$ cat src/common/rv32i_types_pkg.sv
package rv32i_types_pkg;

	// cache geometry: 32-byte lines, 8 sets, direct mapped
	localparam int offset_bits     = 5;
	localparam int index_bits      = 3;
	localparam int tag_bits        = 32 - index_bits - offset_bits;
	localparam int num_sets        = 2 ** index_bits;
	localparam int bursts_per_line = 4;

	// cpu word and address
	typedef logic [31:0] rv32i_word;

	// one full cache line, eight words
	typedef logic [(2 ** offset_bits) * 8 - 1:0] line_t;

	// one beat on the physical memory bus
	typedef logic [$bits(line_t) / bursts_per_line - 1:0] burst_t;

	typedef logic [index_bits-1:0] index_t;
	typedef logic [tag_bits-1:0]   tag_t;

	// which cache owns the line port
	typedef enum logic [1:0] {
		arb_idle,
		serve_i,
		serve_d
	} arb_state_e;

	// shared by both caches, the icache never enters write_back
	typedef enum logic [1:0] {
		cache_idle,
		write_back,
		fill
	} cache_state_e;

endpackage : rv32i_types_pkg
$ cat src/common/line_mem_if.sv
`timescale 1ns/1ps

interface line_mem_if
	import rv32i_types_pkg::*;
();

	// request side, held until resp
	logic      read;
	logic      write;
	rv32i_word address;
	line_t     wdata;

	// response side, resp pulses for one cycle
	line_t     rdata;
	logic      resp;

	modport cache (
		output read, write, address, wdata,
		input  rdata, resp
	);

	modport mem (
		input  read, write, address, wdata,
		output rdata, resp
	);

endinterface : line_mem_if

$ cat src/source/cache_sys.sv
`timescale 1ns/1ps

module cache_sys
	import rv32i_types_pkg::*;
(
	input  logic       clk,
	input  logic       i_reset,

	// physical memory
	input  burst_t     i_pmem_rdata,
	input  logic       i_pmem_resp,
	output logic       o_pmem_read,
	output logic       o_pmem_write,
	output rv32i_word  o_pmem_address,
	output burst_t     o_pmem_wdata,

	// instruction fetch
	input  logic       i_instr_read,
	input  rv32i_word  i_instr_mem_address,
	input  logic       i_if_id_reg_load,
	output rv32i_word  o_instr_mem_rdata,
	output logic       o_instr_resp,

	// data access
	input  logic       i_data_read,
	input  logic       i_data_write,
	input  rv32i_word  i_data_mem_address,
	input  logic [3:0] i_data_mbe,
	input  rv32i_word  i_data_mem_wdata,
	output rv32i_word  o_data_mem_rdata,
	output logic       o_data_resp
);

	// caches to arbiter, arbiter to adaptor
	line_mem_if i_line ();
	line_mem_if d_line ();
	line_mem_if a_line ();

	i_cache i_cache (
		.clk              (clk),
		.i_reset          (i_reset),
		.i_read           (i_instr_read),
		.i_address        (i_instr_mem_address),
		.i_if_id_reg_load (i_if_id_reg_load),
		.o_rdata          (o_instr_mem_rdata),
		.o_resp           (o_instr_resp),
		.mem              (i_line.cache)
	);

	d_cache d_cache (
		.clk       (clk),
		.i_reset   (i_reset),
		.i_read    (i_data_read),
		.i_write   (i_data_write),
		.i_address (i_data_mem_address),
		.i_mbe     (i_data_mbe),
		.i_wdata   (i_data_mem_wdata),
		.o_rdata   (o_data_mem_rdata),
		.o_resp    (o_data_resp),
		.mem       (d_line.cache)
	);

	arbiter arbiter (
		.clk     (clk),
		.i_reset (i_reset),
		.icache  (i_line.mem),
		.dcache  (d_line.mem),
		.mem     (a_line.cache)
	);

	cacheline_adaptor cacheline_adaptor (
		.clk            (clk),
		.i_reset        (i_reset),
		.i_pmem_rdata   (i_pmem_rdata),
		.i_pmem_resp    (i_pmem_resp),
		.o_pmem_read    (o_pmem_read),
		.o_pmem_write   (o_pmem_write),
		.o_pmem_address (o_pmem_address),
		.o_pmem_wdata   (o_pmem_wdata),
		.line           (a_line.mem)
	);

endmodule : cache_sys

$ cat src/source/cacheline_adaptor.sv
`timescale 1ns/1ps

module cacheline_adaptor
	import rv32i_types_pkg::*;
(
	input  logic      clk,
	input  logic      i_reset,
	input  burst_t    i_pmem_rdata,
	input  logic      i_pmem_resp,
	output logic      o_pmem_read,
	output logic      o_pmem_write,
	output rv32i_word o_pmem_address,
	output burst_t    o_pmem_wdata,
	line_mem_if.mem   line
);

	line_t                              line_buf;
	logic [$clog2(bursts_per_line)-1:0] beat;
	logic                               busy;
	logic                               start;
	logic                               resp_q;

	assign busy = o_pmem_read || o_pmem_write;

	// the request is still up during its resp cycle, don't restart on it
	assign start = (line.read || line.write) && !busy && !resp_q;

	always_ff @(posedge clk) begin
		if (i_reset) begin
			o_pmem_read  <= 1'b0;
			o_pmem_write <= 1'b0;
			beat         <= '0;
			resp_q       <= 1'b0;
		end else begin
			resp_q <= 1'b0;
			if (start) begin
				o_pmem_read  <= line.read;
				o_pmem_write <= line.write;
				beat         <= '0;
			end else if (busy && i_pmem_resp) begin
				beat <= beat + 1'b1;
				// last beat, answer the line side next cycle
				if (&beat) begin
					o_pmem_read  <= 1'b0;
					o_pmem_write <= 1'b0;
					resp_q       <= 1'b1;
				end
			end
		end
	end

	// one shift register serves both directions
	// reads fill from the top, writes drain from the bottom, low beat first
	always_ff @(posedge clk) begin
		if (start) begin
			line_buf       <= line.wdata;
			o_pmem_address <= {line.address[31:offset_bits], {offset_bits{1'b0}}};
		end else if (busy && i_pmem_resp) begin
			line_buf <= {i_pmem_rdata, line_buf[$bits(line_t)-1:$bits(burst_t)]};
		end
	end

	assign o_pmem_wdata = line_buf[$bits(burst_t)-1:0];
	assign line.rdata   = line_buf;
	assign line.resp    = resp_q;

endmodule : cacheline_adaptor

$ cat src/arbiter/arbiter.sv
`timescale 1ns/1ps

module arbiter
	import rv32i_types_pkg::*;
(
	input  logic      clk,
	input  logic      i_reset,
	line_mem_if.mem   icache,
	line_mem_if.mem   dcache,
	line_mem_if.cache mem
);

	arb_state_e state;
	arb_state_e next_state;
	logic       d_req;
	logic       i_req;

	assign d_req = dcache.read || dcache.write;
	assign i_req = icache.read;

	always_comb begin
		next_state = state;
		case (state)
			arb_idle: begin
				// data side wins a tie
				if (d_req) begin
					next_state = serve_d;
				end else if (i_req) begin
					next_state = serve_i;
				end
			end
			serve_i, serve_d: begin
				// one idle cycle after every transfer
				if (mem.resp) begin
					next_state = arb_idle;
				end
			end
			default: next_state = arb_idle;
		endcase
	end

	always_ff @(posedge clk) begin
		if (i_reset) begin
			state <= arb_idle;
		end else begin
			state <= next_state;
		end
	end

	// request steering, nothing goes out while idle
	always_comb begin
		mem.read    = 1'b0;
		mem.write   = 1'b0;
		mem.address = dcache.address;
		mem.wdata   = dcache.wdata;
		if (state == serve_d) begin
			mem.read  = dcache.read;
			mem.write = dcache.write;
		end else if (state == serve_i) begin
			mem.read    = icache.read;
			mem.write   = icache.write;
			mem.address = icache.address;
			mem.wdata   = icache.wdata;
		end
	end

	// rdata is shared, only the granted side sees resp
	assign icache.rdata = mem.rdata;
	assign dcache.rdata = mem.rdata;
	assign icache.resp  = (state == serve_i) && mem.resp;
	assign dcache.resp  = (state == serve_d) && mem.resp;

endmodule : arbiter

$ cat src/cache/d_cache.sv
`timescale 1ns/1ps

module d_cache
	import rv32i_types_pkg::*;
(
	input  logic       clk,
	input  logic       i_reset,
	input  logic       i_read,
	input  logic       i_write,
	input  rv32i_word  i_address,
	input  logic [3:0] i_mbe,
	input  rv32i_word  i_wdata,
	output rv32i_word  o_rdata,
	output logic       o_resp,
	line_mem_if.cache  mem
);

	line_t                  data_array [num_sets];
	tag_t                   tag_array [num_sets];
	logic [num_sets-1:0]    valid;
	logic [num_sets-1:0]    dirty;
	cache_state_e           state;
	tag_t                   tag;
	index_t                 idx;
	logic [offset_bits-3:0] word_sel;
	logic                   hit;
	logic                   lookup;
	rv32i_word              cur_word;
	rv32i_word              merged;

	assign tag      = i_address[offset_bits + index_bits +: tag_bits];
	assign idx      = i_address[offset_bits +: index_bits];
	assign word_sel = i_address[offset_bits-1:2];
	assign hit      = valid[idx] && (tag_array[idx] == tag);
	assign cur_word = data_array[idx][{word_sel, 5'b0} +: 32];

	// the cycle of resp still shows the old request, skip it
	assign lookup = (state == cache_idle) && (i_read || i_write) && !o_resp;

	// byte-enable merge of the store data into the stored word
	always_comb begin
		for (int b = 0; b < 4; b++) begin
			merged[b*8 +: 8] = i_mbe[b] ? i_wdata[b*8 +: 8] : cur_word[b*8 +: 8];
		end
	end

	assign mem.read  = (state == fill);
	assign mem.write = (state == write_back);
	assign mem.wdata = data_array[idx];

	// victim goes back to where it came from, fills use the cpu address
	assign mem.address = (state == write_back) ?
		{tag_array[idx], idx, {offset_bits{1'b0}}} :
		{i_address[31:offset_bits], {offset_bits{1'b0}}};

	always_ff @(posedge clk) begin
		if (i_reset) begin
			state  <= cache_idle;
			o_resp <= 1'b0;
			valid  <= '0;
			dirty  <= '0;
		end else begin
			o_resp <= 1'b0;
			case (state)
				cache_idle: begin
					if (lookup) begin
						if (hit) begin
							o_resp <= 1'b1;
							if (i_write) begin
								dirty[idx] <= 1'b1;
							end
						end else if (valid[idx] && dirty[idx]) begin
							state <= write_back;
						end else begin
							state <= fill;
						end
					end
				end
				write_back: begin
					if (mem.resp) begin
						state <= fill;
					end
				end
				fill: begin
					// write miss merges on the hit that follows the fill
					if (mem.resp) begin
						valid[idx] <= 1'b1;
						dirty[idx] <= 1'b0;
						state      <= cache_idle;
					end
				end
				default: state <= cache_idle;
			endcase
		end
	end

	always_ff @(posedge clk) begin
		if (lookup && hit) begin
			if (i_write) begin
				data_array[idx][{word_sel, 5'b0} +: 32] <= merged;
			end else begin
				o_rdata <= cur_word;
			end
		end
		if ((state == fill) && mem.resp) begin
			data_array[idx] <= mem.rdata;
			tag_array[idx]  <= tag;
		end
	end

endmodule : d_cache

$ cat src/cache/i_cache.sv
`timescale 1ns/1ps

module i_cache
	import rv32i_types_pkg::*;
(
	input  logic      clk,
	input  logic      i_reset,
	input  logic      i_read,
	input  rv32i_word i_address,
	input  logic      i_if_id_reg_load,
	output rv32i_word o_rdata,
	output logic      o_resp,
	line_mem_if.cache mem
);

	line_t                  data_array [num_sets];
	tag_t                   tag_array [num_sets];
	logic [num_sets-1:0]    valid;
	cache_state_e           state;
	logic                   hold;
	tag_t                   tag;
	index_t                 idx;
	logic [offset_bits-3:0] word_sel;
	logic                   hit;
	logic                   lookup;

	assign tag      = i_address[offset_bits + index_bits +: tag_bits];
	assign idx      = i_address[offset_bits +: index_bits];
	assign word_sel = i_address[offset_bits-1:2];
	assign hit      = valid[idx] && (tag_array[idx] == tag);

	// a fetch already answered, or parked behind a stalled IF/ID, is not looked up again
	assign lookup = (state == cache_idle) && i_read && !o_resp && !hold;

	// read-only, the line port never writes
	assign mem.read    = (state == fill);
	assign mem.write   = 1'b0;
	assign mem.address = {i_address[31:offset_bits], {offset_bits{1'b0}}};
	assign mem.wdata   = '0;

	always_ff @(posedge clk) begin
		if (i_reset) begin
			state  <= cache_idle;
			o_resp <= 1'b0;
			hold   <= 1'b0;
			valid  <= '0;
		end else begin
			o_resp <= 1'b0;
			case (state)
				cache_idle: begin
					if (lookup) begin
						if (hit) begin
							o_resp <= 1'b1;
						end else begin
							state <= fill;
						end
					end
				end
				fill: begin
					// line lands this edge, compare again in idle next cycle
					if (mem.resp) begin
						valid[idx] <= 1'b1;
						state      <= cache_idle;
					end
				end
				default: state <= cache_idle;
			endcase

			// keep the answered fetch blocked until the pipeline takes it
			if (i_if_id_reg_load) begin
				hold <= 1'b0;
			end else if (o_resp) begin
				hold <= 1'b1;
			end
		end
	end

	always_ff @(posedge clk) begin
		// o_rdata only moves on a new hit, so a stall sees the same word
		if (lookup && hit) begin
			o_rdata <= data_array[idx][{word_sel, 5'b0} +: 32];
		end
		if ((state == fill) && mem.resp) begin
			data_array[idx] <= mem.rdata;
			tag_array[idx]  <= tag;
		end
	end

endmodule : i_cache

$ cat config.mk
export PLATFORM = sky130hd
export DESIGN_NAME = cache_sys
export DESIGN_NICKNAME = d
export VERILOG_FILES = /design/src/common/rv32i_types_pkg.sv /design/src/common/line_mem_if.sv /design/src/source/cache_sys.sv /design/src/source/cacheline_adaptor.sv /design/src/arbiter/arbiter.sv /design/src/cache/d_cache.sv /design/src/cache/i_cache.sv
export SDC_FILE = /design/constraint.sdc
export NUM_CORES = 2
export LEC_CHECK = 0
export ABC_CLOCK_PERIOD_IN_PS = 12200
export BUFFER_PORTS_ARGS = -buffer_cell sky130_fd_sc_hd__buf_2
export CORE_MARGIN = 2
export CORE_UTILIZATION = 55
export DETAILED_ROUTE_END_ITERATION = 12
export PLACE_DENSITY_LB_ADDON = 0.05
export SLEW_MARGIN = 30
export SYNTH_ARGS = -nofsm -noshare
export SYNTH_HDL_FRONTEND = slang
export SYNTH_MEMORY_MAX_BITS = 65536
export SYNTH_SLANG_ARGS = --single-unit
$ cat constraint.sdc
create_clock -name clk -period 12.2 [get_ports clk]
set_input_delay 0 -clock clk [delete_from_list [all_inputs] [get_ports clk]]
set_output_delay 0 -clock clk [all_outputs]
set_load 0.03 [all_outputs]
==> After elaboration in Yosys (flattened, before gate mapping) <==
Memories as Yosys holds them, arrays and structs flattened.
Cells that the tools add are included.
{ "classes": {"addsub": 2, "order_cmp": 4, "eq_ne": 18, "shift": 4, "muxes": 313, "bitwise": 267, "reduce_logical": 49} }
{ "op_table": {"columns": ["op", "n"], "rows": [
  ["256-bit two-way mux", 5],
  ["256-bit by 9-bit variable part select with 32-bit output", 2],
  ["1-bit two-way mux", 277],
  ["1-bit OR", 256],
  ["32-bit by 10-bit variable shift with 256-bit output, first input constant", 1],
  ["32-bit by 10-bit variable part select with 256-bit output", 1],
  ["32-bit two-way mux", 3],
  ["8-bit two-way mux", 8],
  ["24-bit == test", 2],
  ["8-bit OR", 3],
  ["2-bit two-way mux", 11],
  ["1-bit logical AND", 19],
  ["8-bit one-hot mux with 2 select lines", 1],
  ["2-bit != test, second input constant", 6],
  ["2-bit AND reduction", 6],
  ["8-bit negation with 10-bit output", 1],
  ["1-bit binary-select mux with 3-bit select", 3],
  ["3-bit OR reduction", 3],
  ["8-bit bitwise AND", 1],
  ["3-bit by 4-bit < comparator with 1-bit output, second input constant", 2],
  ["2-bit by 1-bit != test with 1-bit output, second input constant", 4],
  ["8-bit NOT", 1],
  ["2-bit one-hot mux with 2 select lines", 2],
  ["1-bit demux with 3-bit select", 2],
  ["other kinds (15)", 37]
]} }
{ "totals": {"reg_bits": 385, "mem_bits_rw": 4480, "wordCells": 678, "mem_count": 4} }
{ "memory_table": {"columns": ["name", "words", "width", "read_ports", "rd_clocked_by_memory_dff", "write_ports", "line_no", "rtl"], "rows": [
  ["d_cache.data_array", 8, 256, 1, 0, 1, "d_cache.sv:18", "line_t data_array [num_sets];"],
  ["i_cache.data_array", 8, 256, 1, 0, 1, "i_cache.sv:16", "line_t data_array [num_sets];"],
  ["d_cache.tag_array", 8, 24, 1, 0, 1, "d_cache.sv:19", "tag_t tag_array [num_sets];"],
  ["i_cache.tag_array", 8, 24, 1, 0, 1, "i_cache.sv:17", "tag_t tag_array [num_sets];"]
]} }

==> Longest topological paths before layout <==
{ "logic_depth": {"word_depth": 9, "ltp_mapped": 15, "ltp_nobuf": 9} }

==> By module <==
Synthesis repeated with hierarchy kept, for this count alone.
{ "hier_totals": {"cells_unflattened": 12214, "hier_area_um2": 203715.4} }
{ "modules_own_cells": {"columns": ["module", "instances", "cells_each", "area_each_um2"], "rows": [
  ["d_cache", 1, 5565, 93846.3],
  ["i_cache", 1, 5135, 88386.0],
  ["cacheline_adaptor", 1, 658, 13082.5],
  ["arbiter", 1, 856, 8400.6]
]} }

==> Worst setup path after synthesis <==
No wires, ideal clock.
{ "synth_timing": {"kind": "in2reg", "startpoint": "input i_instr_mem_address[7]", "endpoint": "memory i_cache.data_array[4][0] (netlist name), enable pin", "setup_ps": 678, "arrival_ps": 8356, "setup_slack_ps": 3166, "path_stages": 8, "n_path_buf": 6, "cell_sequence": "clkbuf_1 buf_1 nor3b_1 clkbuf_1 buf_1 clkbuf_1 clkbuf_1 and2_1"} }
{ "synth_lines": {"columns": ["element", "line_no", "rtl"], "rows": [
  ["start, declared", "cache_sys.sv:19", "input rv32i_word i_instr_mem_address,"],
  ["end, declared", "i_cache.sv:16", null]
]} }
Straight into the memory's write port.

==> Final worst setup path <==
{ "layout_timing": {"startpoint": "input i_data_mem_address[7]", "endpoint": "memory d_cache.data_array[0][213] (netlist name) (data pin)"} }
{ "layout_between": {"elab_chain_cells": 5} }
{ "layout_rtl": {"columns": ["element", "line_no", "rtl"], "rows": [
  ["start, declared", "cache_sys.sv:27", "input rv32i_word i_data_mem_address,"],
  ["memory 8 x 256 bit *", null, null],
  ["256-bit by 9-bit variable part select with 32-bit output *", "d_cache.sv:35", "assign cur_word = data_array[idx][{word_sel, 5'b0} +: 32];"],
  ["8-bit two-way mux", "d_cache.sv:43", "merged[b*8 +: 8] = i_mbe[b] ? i_wdata[b*8 +: 8] : cur_word[b*8 +: 8];"],
  ["32-bit by 10-bit variable part select with 256-bit output *", "d_cache.sv:100", "data_array[idx][{word_sel, 5'b0} +: 32] <= merged;"],
  ["1-bit two-way mux (no line) *", null, null],
  ["end, declared", "d_cache.sv:18", null]
]} }
Every way passes the cells marked *; elsewhere a longest branch is shown, timed or not.

==> results.py <==
metrics = {
    "synthesis": {
        "yosysTopAreaCellShare_pct": 76.6,
        "syn_inst": 11154,
        "async_flop_share_pct": 0,
        "synth_warnings": 0,
        "syn_avg_cell_area_um2": 17.0,
        "synthTopCellsByCount": "4827 x edfxtp_1, 782 x nand2_1, 588 x o21ai_0, 503 x a22oi_1, 502 x clkbuf_1",
        "syn-cell-area_um2": 189000,
        "synth_top_area_cell": "edfxtp_1",
        "synth.most_common_cell": "edfxtp_1",
        "synth_edf_count": 4827,
        "synth_area_leaders": "edfxtp_1 77%, mux2i_1 2.6%, mux4_2 2.0%",
        "ys_types": 84,
        "synth_ff_type": "edfxtp_1",
        "ys_seq_area_share_pct": 76.9,
        "synth-seq-cells": 4864,
    },
    "grt": {
        "antenna_found_initial": 74,
        "grt_first_pass_wirelength_um": 912000,
        "grt_overflow": 0,
        "first_global_vias": 112748,
        "grt_max_degree": 131,
        "grtUsageTotal_pct": 37.9,
    },
    "power_and_ir_drop": {
        "p_leak_nw": 70.0,
        "vdd_drop_max_uv": 145,
        "power.density_nw_per_um2": 171,
    },
    "run_status": {
        "status": "finished, final reports clean",
    },
    "sta": {
        "period_needed_ns": 6.03,
        "fin_ws_ns": 6.17,
        "finalClockSkew_ns": 0.0438,
        "maxSlewViolCount": 0,
        "period_share_pct": 49.4,
        "tightest_slew_ns": 1.12,
        "rsz0062_at_grt": "false",
        "fin_tns_setup_ns": 0,
        "slew_headroom_pct": 23.8,
        "max_freq_mhz": 166,
        "finalSetupViolations": 0,
        "hold_violations": 0,
    },
    "detailed_routing": {
        "vias": 118307,
        "post_drt_wl_per_cell_um": 40.0,
        "drtIter0Drc": 19837,
        "dr.pass1.iters": 8,
        "remaining_drc_errors": 0,
        "antenna_left": 0,
        "wl_um": 671000,
        "vias_per_cell": 7.05,
    },
    "layout": {
        "final_area_um2": 216000,
        "nets": 11976,
        "instances_no_fill": 16783,
        "drive_above_1_share_pct": 16.2,
        "area_growth_syn_to_layout_pct": 14.3,
    },
    "die": {
        "die_y_um": 591,
        "initial_core_util_pct": 55.2,
        "die_w_um": 591,
        "rows": 215,
        "io_pins": 335,
        "dieArea_um2": 349000,
        "core_um2": 343000,
    },
    "worst_setup_path": {
        "worstSetupStartpointType": "input port",
        "crit_type": "in2reg",
        "path_delay_family": "buffers and inverters",
        "max_stage_delay_ns": 0.81,
        "crit_path_frequent_cell": "buf_4",
        "required_ns": 12.92,
        "cp_cell_sequence": "dlygate4sd3_1 > buf_8 > buf_4 > nor3b_4 > buf_4 > buf_4 > a22o_1 > a221oi_1 > nand2_1 > o21ai_0 > mux4_2 > o21a_1 > o21ai_0",
        "regToRegSetupSlack_ns": 6.97,
        "end_kind": "register",
        "crit_slowest_cell": "nor3b_4",
        "cp_num_buf_inv": 5,
        "crit_fanout": 41,
        "cp.arrival_ns": 6.75,
    },
    "clock_network": {
        "worst_skew_pair.late_latency_ns": 1.05,
        "clock_sinks": 4864,
        "cts_buffers": 520,
        "tritoncts": "built",
        "clk_pin_slew_ns": 0.06,
        "cts_resized": 0,
        "cts_root_buffer": "clkbuf_16",
        "htreeDepth": 6,
        "cts.path.max_buffers": 4,
    },
    "placement": {
        "dp.cells": 15512,
        "place.gp.congestion": 0.865,
        "dp_hpwl_um": 388000,
        "port_buffers": 325,
        "post-place-ws_ns": 5.95,
        "placed_cell_area_um2": 197000,
    },
    "hold_path": {
        "worstHoldPathType": "in2reg",
    },
    "flow_run": {
        "max_cap_violations": 0,
    },
}
-- flip-flops by register name (all words and copies together) (netlist names), 27 cells and up, named ones only --
| name | count |
|---|---|
| cacheline_adaptor.line.rdata | 256 |
| d_cache.data_array | 2048 |
| d_cache.tag_array | 192 |
| i_cache.o_rdata | 32 |
| i_cache.data_array | 2048 |
| i_cache.tag_array | 192 |
| cacheline_adaptor.o_pmem_address | 27 |
| d_cache.o_rdata | 32 |
-- repair_timing --
item	CTS	global route
setup buffers	0	0
hold buffers	295	0
hold endpoints to repair	1318	0
-- cell type report --
| cell class | instances | area, um^2 |
|---|---|---|
| clock inverter | 223 | 1650 |
| inverter | 31 | 141 |
| fill | 24418 | 126000 |
| tap | 4557 | 5700 |
| sequential | 4864 | 146000 |
| antenna | 53 | 133 |
| timing repair buffer | 965 | 7890 |
| clock buffer | 679 | 14300 |
| multi-input combinational | 5411 | 40900 |
-- cells in the final DEF (no fill, tap or decap), drive strengths merged, types with 41 or more instances in the layout --
master | synthesis | routed
a21oi | 383 | 383
a221o | 84 | 84
a221oi | 419 | 419
a222oi | 64 | 64
a22o | 365 | 365
a22oi | 503 | 503
a31oi | 63 | 63
buf | 350 | 668
clkbuf | 502 | 681
clkinv | 8 | 190
diode | 0 | 53
dlygate4sd3 | 0 | 295
edfxtp | 4827 | 4827
mux2 | 281 | 281
mux2i | 501 | 501
mux4 | 170 | 170
nand2 | 782 | 782
nand2b | 51 | 51
nand3 | 118 | 118
nand4 | 60 | 60
nor2 | 356 | 356
nor3 | 41 | 41
o21ai | 588 | 588
o221ai | 53 | 53
o22ai | 48 | 48
o2bb2ai | 66 | 66
-- metal layers --
metal	GRT usage [%]	part of all wire [%]
met1	52.9	37
met5	0.298	0.037
met2	55.3	43
met4	14.7	4.5
met3	12.8	15
-- report_power, final --
part | internal, mW | leakage (nW) | switching, mW
registers | 18.7 | 44.0 | 0.674
clock network | 8.69 | 7.77 | 6.35
logic | 0.767 | 18.2 | 1.82
total | 28.2 | 70.0 | 8.85
-- worst paths after layout --
check	start	endpoint	cells after the start
worst min-delay path	i_data_mem_address[14]	cacheline_adaptor.o_pmem_address[14]$_DFFE_PP_	4
worst min register to register	i_cache.valid[7]$_SDFFE_PP0P_	i_cache.valid[7]$_SDFFE_PP0P_	1
worst max-delay path	i_data_mem_address[7]	d_cache.data_array[0][213]$_DFFE_PP_	13
worst max register to register	arbiter.state[0]$_SDFFE_PP0P_	cacheline_adaptor.line.rdata[158]$_DFFE_PP_	12
-- cell families (layout without fill, tap and decap cells) --
family                   after synthesis  after routing  share of synthesized area [%]
flip-flops                          4864           4864                           76.9
AO/OA/AOI/OAI                       2884           2884                           11.0
AND/OR/NAND/NOR                     1523           1523                           3.49
multiplexers                         952            952                           6.34
buffers and inverters                883           1898                           1.99
XOR/XNOR                              35             35                          0.162
adder cells (fa/ha/maj)               12             12                         0.0793
other                                  1             58                        0.00198
-- per-stage QoR --
stage	total power, mW	utilization [%]	hold WS, ns
floorplan	20.6	-	0.0768
global placement	22.0	57.4	0.204
detailed placement	22.1	57.5	0.203
CTS	36.9	63.0	0.000305
global route	37.8	63.1	0.0697
finish	37.0	63.1	0.0484
-- worst min-delay path, delay by kind of cell --
| kind | cells | cell delay [ns] |
|---|---|---|
| AO/OA/AOI/OAI | 1 | 0.16 |
| buffers and inverters | 2 | 0.68 |
| multiplexers | 1 | 0.14 |
Power figures use the tool's default switching activity.
